### config.mk
export PLATFORM = sky130hd
export DESIGN_NAME = lift_top
export DESIGN_NICKNAME = d
export VERILOG_FILES = /design/src/logic/lift_pkg.sv /design/src/logic/call_if.sv /design/src/logic/call_register.sv /design/src/logic/door_control.sv /design/src/logic/travel_control.sv /design/src/logic/lift_top.sv
export SDC_FILE = /design/constraint.sdc
export NUM_CORES = 1
export LEC_CHECK = 0
export BUFFER_PORTS_ARGS = -buffer_cell sky130_fd_sc_hd__buf_2
export CAP_MARGIN = 5
export CORE_MARGIN = 4
export CORE_UTILIZATION = 30
export DETAILED_ROUTE_END_ITERATION = 8
export PLACE_DENSITY = 0.56
export SLEW_MARGIN = 20
export SYNTH_ARGS = -nofsm -noshare
export SYNTH_HDL_FRONTEND = slang
export SYNTH_SLANG_ARGS = --single-unit
### constraint.sdc
create_clock -name clk -period 3.8 [get_ports clk]
set_input_delay 0.19 -clock clk [delete_from_list [all_inputs] [get_ports clk]]
set_output_delay 0.19 -clock clk [all_outputs]
set_load 0.02 [all_outputs]
### src/logic/lift_pkg.sv
// floor constants, call mask and floor types, engine and door command codes
`default_nettype none

package lift_pkg;

	localparam int FLOORS = 8;
	localparam int DEFAULT_DWELL = 8;	// door dwell in clock cycles

	typedef logic [2:0] floor_t;	// floor number
	typedef logic [7:0] floor_mask_t;	// one bit per floor

	// engine command
	typedef logic [1:0] engine_t;
	localparam engine_t ENGINE_STOP = 2'd0;
	localparam engine_t ENGINE_DOWN = 2'd1;
	localparam engine_t ENGINE_UP = 2'd2;

	// door motor command
	typedef logic [1:0] door_cmd_t;
	localparam door_cmd_t DOOR_HOLD = 2'd0;
	localparam door_cmd_t DOOR_OPEN = 2'd1;
	localparam door_cmd_t DOOR_CLOSE = 2'd2;

endpackage

`default_nettype wire

### src/logic/call_if.sv
// call interface with pending call masks and serve clear strobes
`timescale 1ns/10ps
`default_nettype none

interface call_if;
	import lift_pkg::*;

	floor_mask_t cab;	// pending cab calls
	floor_mask_t hall_up;
	floor_mask_t hall_down;

	logic clear_cab;	// one cycle strobes
	logic clear_up;
	logic clear_down;
	floor_t clear_floor;	// floor being served

	modport registers (
		output cab, hall_up, hall_down,
		input clear_cab, clear_up, clear_down, clear_floor
	);

	modport travel (
		input cab, hall_up, hall_down,
		output clear_cab, clear_up, clear_down, clear_floor
	);

endinterface

`default_nettype wire

### src/logic/call_register.sv
// call_register: cab and hall button latches with lamp clearing on service
`timescale 1ns/10ps
`default_nettype none

module call_register (
	input wire logic clk,
	input wire logic reset,
	input wire lift_pkg::floor_mask_t btn_in,
	input wire lift_pkg::floor_mask_t btn_up_out,
	input wire lift_pkg::floor_mask_t btn_down_out,
	call_if.registers calls
);
	import lift_pkg::*;

	// no up button on the top floor, no down button on floor 0
	localparam floor_mask_t UP_VALID = ~(floor_mask_t'(1) << (FLOORS - 1));
	localparam floor_mask_t DOWN_VALID = ~floor_mask_t'(1);

	floor_mask_t serve_bit;
	floor_mask_t clr_cab;
	floor_mask_t clr_up;
	floor_mask_t clr_down;

	assign serve_bit = floor_mask_t'(1) << calls.clear_floor;
	assign clr_cab = calls.clear_cab ? serve_bit : '0;
	assign clr_up = calls.clear_up ? serve_bit : '0;
	assign clr_down = calls.clear_down ? serve_bit : '0;

	// clear beats a press on the same bit
	always_ff @(posedge clk or negedge reset) begin
		if (!reset) begin
			calls.cab <= '0;
			calls.hall_up <= '0;
			calls.hall_down <= '0;
		end else begin
			calls.cab <= (calls.cab | btn_in) & ~clr_cab;
			calls.hall_up <= (calls.hall_up | (btn_up_out & UP_VALID)) & ~clr_up;
			calls.hall_down <= (calls.hall_down | (btn_down_out & DOWN_VALID)) & ~clr_down;
		end
	end

endmodule

`default_nettype wire

### src/logic/door_control.sv
// door_control: door FSM with dwell timer and reopen on obstruction, overload or open button
`timescale 1ns/10ps
`default_nettype none

module door_control #(
	parameter int DWELL_CYCLES = lift_pkg::DEFAULT_DWELL
) (
	input wire logic clk,
	input wire logic reset,
	input wire logic open_req,
	input wire logic sensor_door,	// 0 open, 1 closed
	input wire logic sensor_inside,
	input wire logic overload,
	input wire logic open_btn,
	output lift_pkg::door_cmd_t door,
	output logic door_busy,
	output logic door_done
);
	import lift_pkg::*;

	localparam int CNT_W = $clog2(DWELL_CYCLES + 1);

	typedef enum logic [1:0] {
		DS_IDLE,
		DS_OPENING,
		DS_DWELL,
		DS_CLOSING
	} door_state_t;

	door_state_t state;
	logic [CNT_W-1:0] dwell_cnt;
	logic reopen;

	assign reopen = sensor_inside | overload | open_btn;
	assign door_busy = (state != DS_IDLE);

	always_ff @(posedge clk or negedge reset) begin
		if (!reset) begin
			state <= DS_IDLE;
			dwell_cnt <= '0;
			door_done <= 1'b0;
		end else begin
			door_done <= 1'b0;
			case (state)
				DS_IDLE: begin
					if (open_req)
						state <= DS_OPENING;
				end
				DS_OPENING: begin
					if (!sensor_door) begin	// fully open
						state <= DS_DWELL;
						dwell_cnt <= CNT_W'(DWELL_CYCLES - 1);
					end
				end
				DS_DWELL: begin
					if (dwell_cnt == '0)
						state <= DS_CLOSING;
					else
						dwell_cnt <= dwell_cnt - 1'b1;
				end
				DS_CLOSING: begin
					if (reopen) begin
						state <= DS_OPENING;	// back out, doorway not clear
					end else if (sensor_door) begin
						state <= DS_IDLE;
						door_done <= 1'b1;
					end
				end
				default: state <= DS_IDLE;
			endcase
		end
	end

	always_comb begin
		case (state)
			DS_OPENING: door = DOOR_OPEN;
			DS_CLOSING: door = DOOR_CLOSE;
			default: door = DOOR_HOLD;	// idle and dwell
		endcase
	end

endmodule

`default_nettype wire

### src/logic/travel_control.sv
// travel_control: car FSM with floor tracking, direction policy, stop decision and call clearing
`timescale 1ns/10ps
`default_nettype none

module travel_control (
	input wire logic clk,
	input wire logic reset,
	input wire logic sensor_up,
	input wire logic sensor_down,
	input wire logic door_busy,
	input wire logic door_done,
	call_if.travel calls,
	output logic open_req,
	output lift_pkg::engine_t engine,
	output lift_pkg::floor_t level_display
);
	import lift_pkg::*;

	typedef enum logic [1:0] {
		ST_PARKED,
		ST_RUNNING,
		ST_STOPPING,
		ST_DOOR_WAIT
	} travel_state_t;

	travel_state_t state;
	floor_t cur_floor;
	logic dir;	// 1 up, 0 down
	logic aligned_q;

	logic aligned;
	logic align_rise;
	floor_mask_t all_calls;

	// bits strictly above floor f
	function automatic floor_mask_t above_mask(floor_t f);
		return ~((floor_mask_t'(2) << f) - floor_mask_t'(1));
	endfunction

	// bits strictly below floor f
	function automatic floor_mask_t below_mask(floor_t f);
		return (floor_mask_t'(1) << f) - floor_mask_t'(1);
	endfunction

	// arrival at the next floor
	floor_t next_floor;
	floor_mask_t next_bit;
	logic cab_next, up_next, dn_next;
	logic ahead_next, dir_hall_next, opp_next;
	logic stop_next, reverse_next;

	// decision at the current floor
	floor_mask_t cur_bit;
	logic up_cur, dn_cur;
	logic ahead_cur, behind_cur, here_cur, here_dir;
	logic decide;

	assign aligned = sensor_up & sensor_down;
	assign align_rise = aligned & ~aligned_q & (state == ST_RUNNING);
	assign all_calls = calls.cab | calls.hall_up | calls.hall_down;

	assign next_floor = dir ? cur_floor + 1'b1 : cur_floor - 1'b1;
	assign next_bit = floor_mask_t'(1) << next_floor;
	assign cab_next = |(calls.cab & next_bit);
	assign up_next = |(calls.hall_up & next_bit);
	assign dn_next = |(calls.hall_down & next_bit);
	assign ahead_next = dir ? |(all_calls & above_mask(next_floor))
		: |(all_calls & below_mask(next_floor));
	assign dir_hall_next = dir ? up_next : dn_next;
	assign opp_next = dir ? dn_next : up_next;
	assign stop_next = cab_next | dir_hall_next | ~ahead_next;	// end of run always stops
	assign reverse_next = ~ahead_next & ~dir_hall_next & opp_next;

	assign cur_bit = floor_mask_t'(1) << cur_floor;
	assign up_cur = |(calls.hall_up & cur_bit);
	assign dn_cur = |(calls.hall_down & cur_bit);
	assign here_cur = |(all_calls & cur_bit);
	assign ahead_cur = dir ? |(all_calls & above_mask(cur_floor))
		: |(all_calls & below_mask(cur_floor));
	assign behind_cur = dir ? |(all_calls & below_mask(cur_floor))
		: |(all_calls & above_mask(cur_floor));
	assign here_dir = (up_cur & dn_cur) ? dir : (up_cur | (~dn_cur & dir));	// both lit keeps dir
	assign decide = ((state == ST_PARKED) & ~door_busy) | ((state == ST_DOOR_WAIT) & door_done);

	always_ff @(posedge clk or negedge reset) begin
		if (!reset) begin
			state <= ST_PARKED;
			cur_floor <= '0;
			dir <= 1'b1;
			aligned_q <= 1'b0;
			engine <= ENGINE_STOP;
		end else begin
			aligned_q <= aligned;
			if (decide) begin
				if (ahead_cur) begin
					engine <= dir ? ENGINE_UP : ENGINE_DOWN;
					state <= ST_RUNNING;
				end else if (behind_cur) begin
					dir <= ~dir;
					engine <= dir ? ENGINE_DOWN : ENGINE_UP;
					state <= ST_RUNNING;
				end else if (here_cur) begin
					dir <= here_dir;	// reopen for a call at this floor
					state <= ST_STOPPING;
				end else begin
					state <= ST_PARKED;
				end
			end else begin
				case (state)
					ST_RUNNING: begin
						if (align_rise) begin
							cur_floor <= next_floor;
							if (stop_next) begin
								engine <= ENGINE_STOP;
								state <= ST_STOPPING;
								if (reverse_next)
									dir <= ~dir;
							end
						end
					end
					ST_STOPPING: state <= ST_DOOR_WAIT;	// open_req and clears this cycle
					default: ;
				endcase
			end
		end
	end

	assign open_req = (state == ST_STOPPING);
	assign calls.clear_cab = (state == ST_STOPPING);
	assign calls.clear_up = (state == ST_STOPPING) & dir;	// leaving direction only
	assign calls.clear_down = (state == ST_STOPPING) & ~dir;
	assign calls.clear_floor = cur_floor;
	assign level_display = cur_floor;

endmodule

`default_nettype wire

### src/logic/lift_top.sv
// lift_top: elevator controller top level joining call register, travel control and door control
`timescale 1ns/10ps
`default_nettype none

module lift_top #(
	parameter int DWELL_CYCLES = lift_pkg::DEFAULT_DWELL
) (
	input wire logic clk,
	input wire logic reset,
	input wire lift_pkg::floor_mask_t btn_in,
	input wire lift_pkg::floor_mask_t btn_up_out,
	input wire lift_pkg::floor_mask_t btn_down_out,
	input wire logic open_btn,
	input wire logic overload,
	input wire logic sensor_inside,
	input wire logic sensor_up,
	input wire logic sensor_down,
	input wire logic sensor_door,
	output lift_pkg::engine_t engine,
	output lift_pkg::door_cmd_t door,
	output lift_pkg::floor_t level_display,
	output lift_pkg::floor_mask_t lamp_in,
	output lift_pkg::floor_mask_t lamp_up,
	output lift_pkg::floor_mask_t lamp_down
);

	logic open_req;
	logic door_busy;
	logic door_done;

	call_if calls ();

	call_register u_call_register (
		.clk (clk),
		.reset (reset),
		.btn_in (btn_in),
		.btn_up_out (btn_up_out),
		.btn_down_out (btn_down_out),
		.calls (calls.registers)
	);

	travel_control u_travel_control (
		.clk (clk),
		.reset (reset),
		.sensor_up (sensor_up),
		.sensor_down (sensor_down),
		.door_busy (door_busy),
		.door_done (door_done),
		.calls (calls.travel),
		.open_req (open_req),
		.engine (engine),
		.level_display (level_display)
	);

	door_control #(
		.DWELL_CYCLES (DWELL_CYCLES)
	) u_door_control (
		.clk (clk),
		.reset (reset),
		.open_req (open_req),
		.sensor_door (sensor_door),
		.sensor_inside (sensor_inside),
		.overload (overload),
		.open_btn (open_btn),
		.door (door),
		.door_busy (door_busy),
		.door_done (door_done)
	);

	// lamps show the pending calls
	assign lamp_in = calls.cab;
	assign lamp_up = calls.hall_up;
	assign lamp_down = calls.hall_down;

endmodule

`default_nettype wire

==> results by stage <==
Run status:
- The run finished with clean final reports.

GRT:
- The initial antenna violation count is 0.
- The number of global-route vias before repair is around 3,100.
- Entering global routing, the biggest net connects 41 pins.
- After global routing the overflow that remains totals 0.
- The overall routing resource usage is 0.1667.
- The global-route wire length before repair is 16,060 µm.

Place:
- Port buffering added 60 buffers.
- The sum of net half-perimeters after detailed placement is around 7400 µm.
- The total placed cells including tap cells is approximately 550.
- Summing all placed instances gives a cell area of 3646 µm².
- Routability-driven placement finished with a final weighted congestion of between 0.8 and 0.9.

Floorplan:
- The floorplan step defined a die boundary enclosing 12,120 µm².
- In this run the count of I/O pins placed on the die edge is 63.
- The core region area is 10,230 µm².
- The chip width is 110.1 µm.
- For this configuration, the core starts out at a cell density of 0.3057.
- The chip height is approximately 110 µm.
- The floorplan row count is 37.

Clock tree:
- The clock-pin slew on the worst setup and hold paths is 80 ps.
- The H-tree was split into 2 levels.
- The cell at the root of the clock tree is clkbuf_8.
- The CTS buffer count is 5.
- The latest clock arrival within the worst-skew pair is ~290 ps.
- The post-CTS setup buffer count is 0.
- The maximum buffer depth of the clock tree is 2.
- The count of instances resized after the clock tree is built is 0.
- The clock tree from TritonCTS is done.
- CTS saw 40 sinks.
- The count of hold-fix buffers inserted at cts is 0.

Routing:
- The remaining antenna violation count after routing is 0.
- The number of design-rule violations left by the first detailed-router iteration is between 200 and 300.
- The routed wirelength normalized by instance count is 17.58 µm.
- The number of search-and-repair iterations in the first detailed-routing pass is 6.
- For this block, the routed nets add up to just under 10,000 µm of wire.
- After detailed routing, the number of remaining DRC violations is 0.
- The average via count per standard cell is between 5 and 6.
- The total via count in the routed design is 3,165.

Logic synthesis:
- The number of synthesis warnings is 0.
- The synthesized netlist net count is just over 400.
- Yosys mapped a number of flops with a built-in enable equal to 0.
- The synthesized instance count is approximately 360.
- The cell area that synthesis handed to floorplanning was roughly 3100 µm².
- The flop and latch count out of synthesis is 40.
- For this run, asynchronously set or reset flops after synthesis account for 1.000.
- After synthesis, the netlist uses 62 different library cells.
- Dividing the synthesized area by the synthesized cell count gives 8.811 µm².
- For this run, the leading register cell type out of synthesis is dfrtp_1.
- The part of the Yosys area used for sequential elements is 0.3204.

STA:
- For the pin with the worst max-slew slack, the measured transition is roughly 900 ps.
- In the finished design, the share of the clock period the worst path needs comes to 0.9253.
- The final count of hold timing violations is 0.
- Setup repair after global routing left no endpoint under its margin.
- The final hold slack is between 15 and 20 ps.
- The max-slew headroom at the worst pin is 0.4007.
- For the final database, setup skew stands at approximately 6.7 ps.
- Summed over all failing endpoints, the final setup total negative slack is 0 ps.
- After layout, the minimum clock period comes to 3516 ps.
- The timing-limited maximum frequency is around 280 MHz.
- Setup violations remaining at the end of the flow were counted as 0.
- The max-slew violation total from the final report was 0.

Worst setup path:
- The required arrival time at the worst endpoint is approximately 4000 ps.
- The critical path's slowest cell is dfstp_2.
- Grouping stages by cell kind, the critical path spends the most delay in compound AO/OA/AOI/OAI gates.
- The category of the worst setup path launch point is a flop.
- On the worst path, the slowest cell contributes a delay of around 550 ps.
- The signal on the critical path passes through inv_1 > fa_1 > xor3_1 > nand2_1 > ha_4 > or3b_2 > a31o_2 > a21oi_2 > a31oi_2 > a31oi_1 > o22a_2 > mux2_4.
- The combined buffer and inverter count along the critical path is 1.
- Along the worst path, the maximum fanout reaches 7.
- STA classifies the critical path endpoint as a flop.
- The critical path class is flop to flop.
- The worst endpoint data arrival time is between 3000 and 4000 ps.

Hold path:
- The path type of the worst min-delay path is input port to async pin.

Finish:
- The number of antenna diodes is 0.
- Leaving out filler cells and counting taps, the final layout contains about 560.
- In the final layout, the share of cells above drive strength 1 is 0.2554.
- The finished cells cover around 3800 µm².
- The post-layout net count is 468.
- The post-synthesis to final-layout area growth is 20.12%.

Power:
- The internal power contribution is 0.8944 mW.
- Of the total power, the clock network draws 0.248.
- Across the VDD grid, the largest voltage drop is around 0.32 mV.
- The design draws between 1 and 1.5 mW.
- The combinational fraction of design power is 0.376.
- The switching share of power is 0.3776.
- The power dissipated by switching net loads is about 0.54 mW.
- In this run the power density over the cells is about 380 nW/µm².
- Of the total power, registers draw 0.376.
- The analysis attributes to cell leakage a power of approximately 1.5 nW.

Run:
- Across the run, the number of max-cap violations was 0.
-- power by group through the flow --
stage / logic [mW] / clock network [mW] / registers (mW)
after detailed placement: 0.542 / 0 / 0.547
after floorplan: 0.372 / 0 / 0.557
after global placement: 0.530 / 0 / 0.547
after global routing: 0.608 / 0.380 / 0.549
final: 0.541 / 0.356 / 0.540
after CTS: 0.544 / 0.368 / 0.539
-- area by class of cell --
cell class,instances,area (µm²)
Clock buffer,5,68.82
Sequential cell,40,1002
Tap cell,136,170.2
Multi-Input combinational cell,277,1989
Clock inverter,3,42.54
Inverter,19,71.32
Timing Repair Buffer,75,412.9
Fill cell,1040,6474
-- per-layer routing --
metal  vias to the layer above  global-route usage  wire length, µm
li1                       1465                   -                -
met1                      1552              0.2345             4492
met2                       134              0.2695             4610
met3                        14             0.01805              513
met4                         0             0.05101              139
met5                         -                   0                0
-- state kept, by name, summed over array words and instances, names as in the netlist --
name,count
u_travel_control.calls.clear_floor,3
u_travel_control.dir,1
u_door_control.door_done,1
u_door_control.dwell_cnt,4
u_call_register.calls.hall_down,8
u_travel_control.engine,2
u_travel_control.state,2
u_call_register.calls.cab,8
u_travel_control.aligned_q,1
u_call_register.calls.hall_up,8
u_door_control.state,2
-- worst reg2reg max path: stages, from the launching register on --
cell and delay (ps):
dfstp_2 550, inv_1 70, fa_1 400, xor3_1 270
nand2_1 130, ha_4 180, or3b_2 460, a31o_2 260
a21oi_2 150, a31oi_2 120, a31oi_1 290, o22a_2 220
mux2_4 300
-- final timing paths --
path                            depth (start not counted)                                     to  slack (ps)                         from
worst max-delay path                                   12              u_travel_control.state[1]         280         u_travel_control.dir
worst min-delay path                                    1           u_call_register.calls.cab[4]          20                        reset
worst max register to register                         12              u_travel_control.state[1]         280         u_travel_control.dir
worst min register to register                          1            u_door_control.dwell_cnt[2]         560  u_door_control.dwell_cnt[2]
max in group asynchronous                               1  u_travel_control.calls.clear_floor[2]        3220                        reset
min in group clk                                        2           u_call_register.calls.cab[3]         110                    btn_in[3]
-- cells in the mapped netlist, types with 5 or more instances --
cell / instances / area (µm²)
dfrtp_1: 39 / 975.9
nor2_1: 33 / 123.9
nand2_1: 29 / 108.9
a21oi_1: 28 / 140.1
inv_1: 19 / 71.32
o21ai_0: 18 / 90.09
ha_1: 17 / 212.7
a31oi_1: 13 / 81.33
clkbuf_1: 12 / 45.04
nor3_1: 12 / 60.06
a22oi_1: 9 / 67.56
mux2i_1: 8 / 80.08
o22a_1: 8 / 70.07
mux2_2: 7 / 78.83
nand3_1: 6 / 30.03
o22ai_1: 6 / 37.54
or3_1: 6 / 37.54
a221o_1: 5 / 50.05
a32oi_1: 5 / 43.79
-- cell families (layout without fill, tap and decap cells) --
family          count (synthesis)  after routing  share of synthesized area
mux                            21             21                    0.08920
flops                          40             40                     0.3204
buf+inv                        38            102                    0.04960
simple gates                  106            106                     0.1580
xor+xnor                        8              8                    0.03440
fa+ha+maj                      18             18                    0.07440
compound gates                124            124                     0.2740
-- cell usage in the layout (no fill, tap or decap), types with 3 or more instances in the layout --
cell type / synthesis / final
ha_1: 17 / 16
nor3_1: 12 / 12
nand2b_1: 3 / 3
nand2_1: 29 / 28
nand4_1: 3 / 3
buf_4: 0 / 15
a221o_1: 5 / 5
o31ai_1: 3 / 3
nor2_1: 33 / 33
nand3_1: 6 / 6
or3_1: 6 / 6
a31oi_1: 13 / 13
clkbuf_8: 0 / 5
mux2i_1: 8 / 8
nor2b_1: 3 / 3
mux2_2: 7 / 7
buf_2: 4 / 60
o22a_1: 8 / 8
dfrtp_1: 39 / 39
a32oi_1: 5 / 5
inv_1: 19 / 19
xnor2_1: 3 / 3
o21ai_0: 18 / 18
a22oi_1: 9 / 9
a21oi_1: 28 / 27
mux4_2: 4 / 4
o22ai_1: 6 / 6
a221oi_1: 4 / 4
o211ai_1: 3 / 3
-- through the flow --
stage	worst slack (ps)	utilization
after floorplan	70.41	-
after global placement	358.2	0.3564
after detailed placement	294.2	0.3564
after CTS	283.5	0.3673
after global routing	80.20	0.3673
final	283.9	0.3673
(Power assumes the default switching activity.)
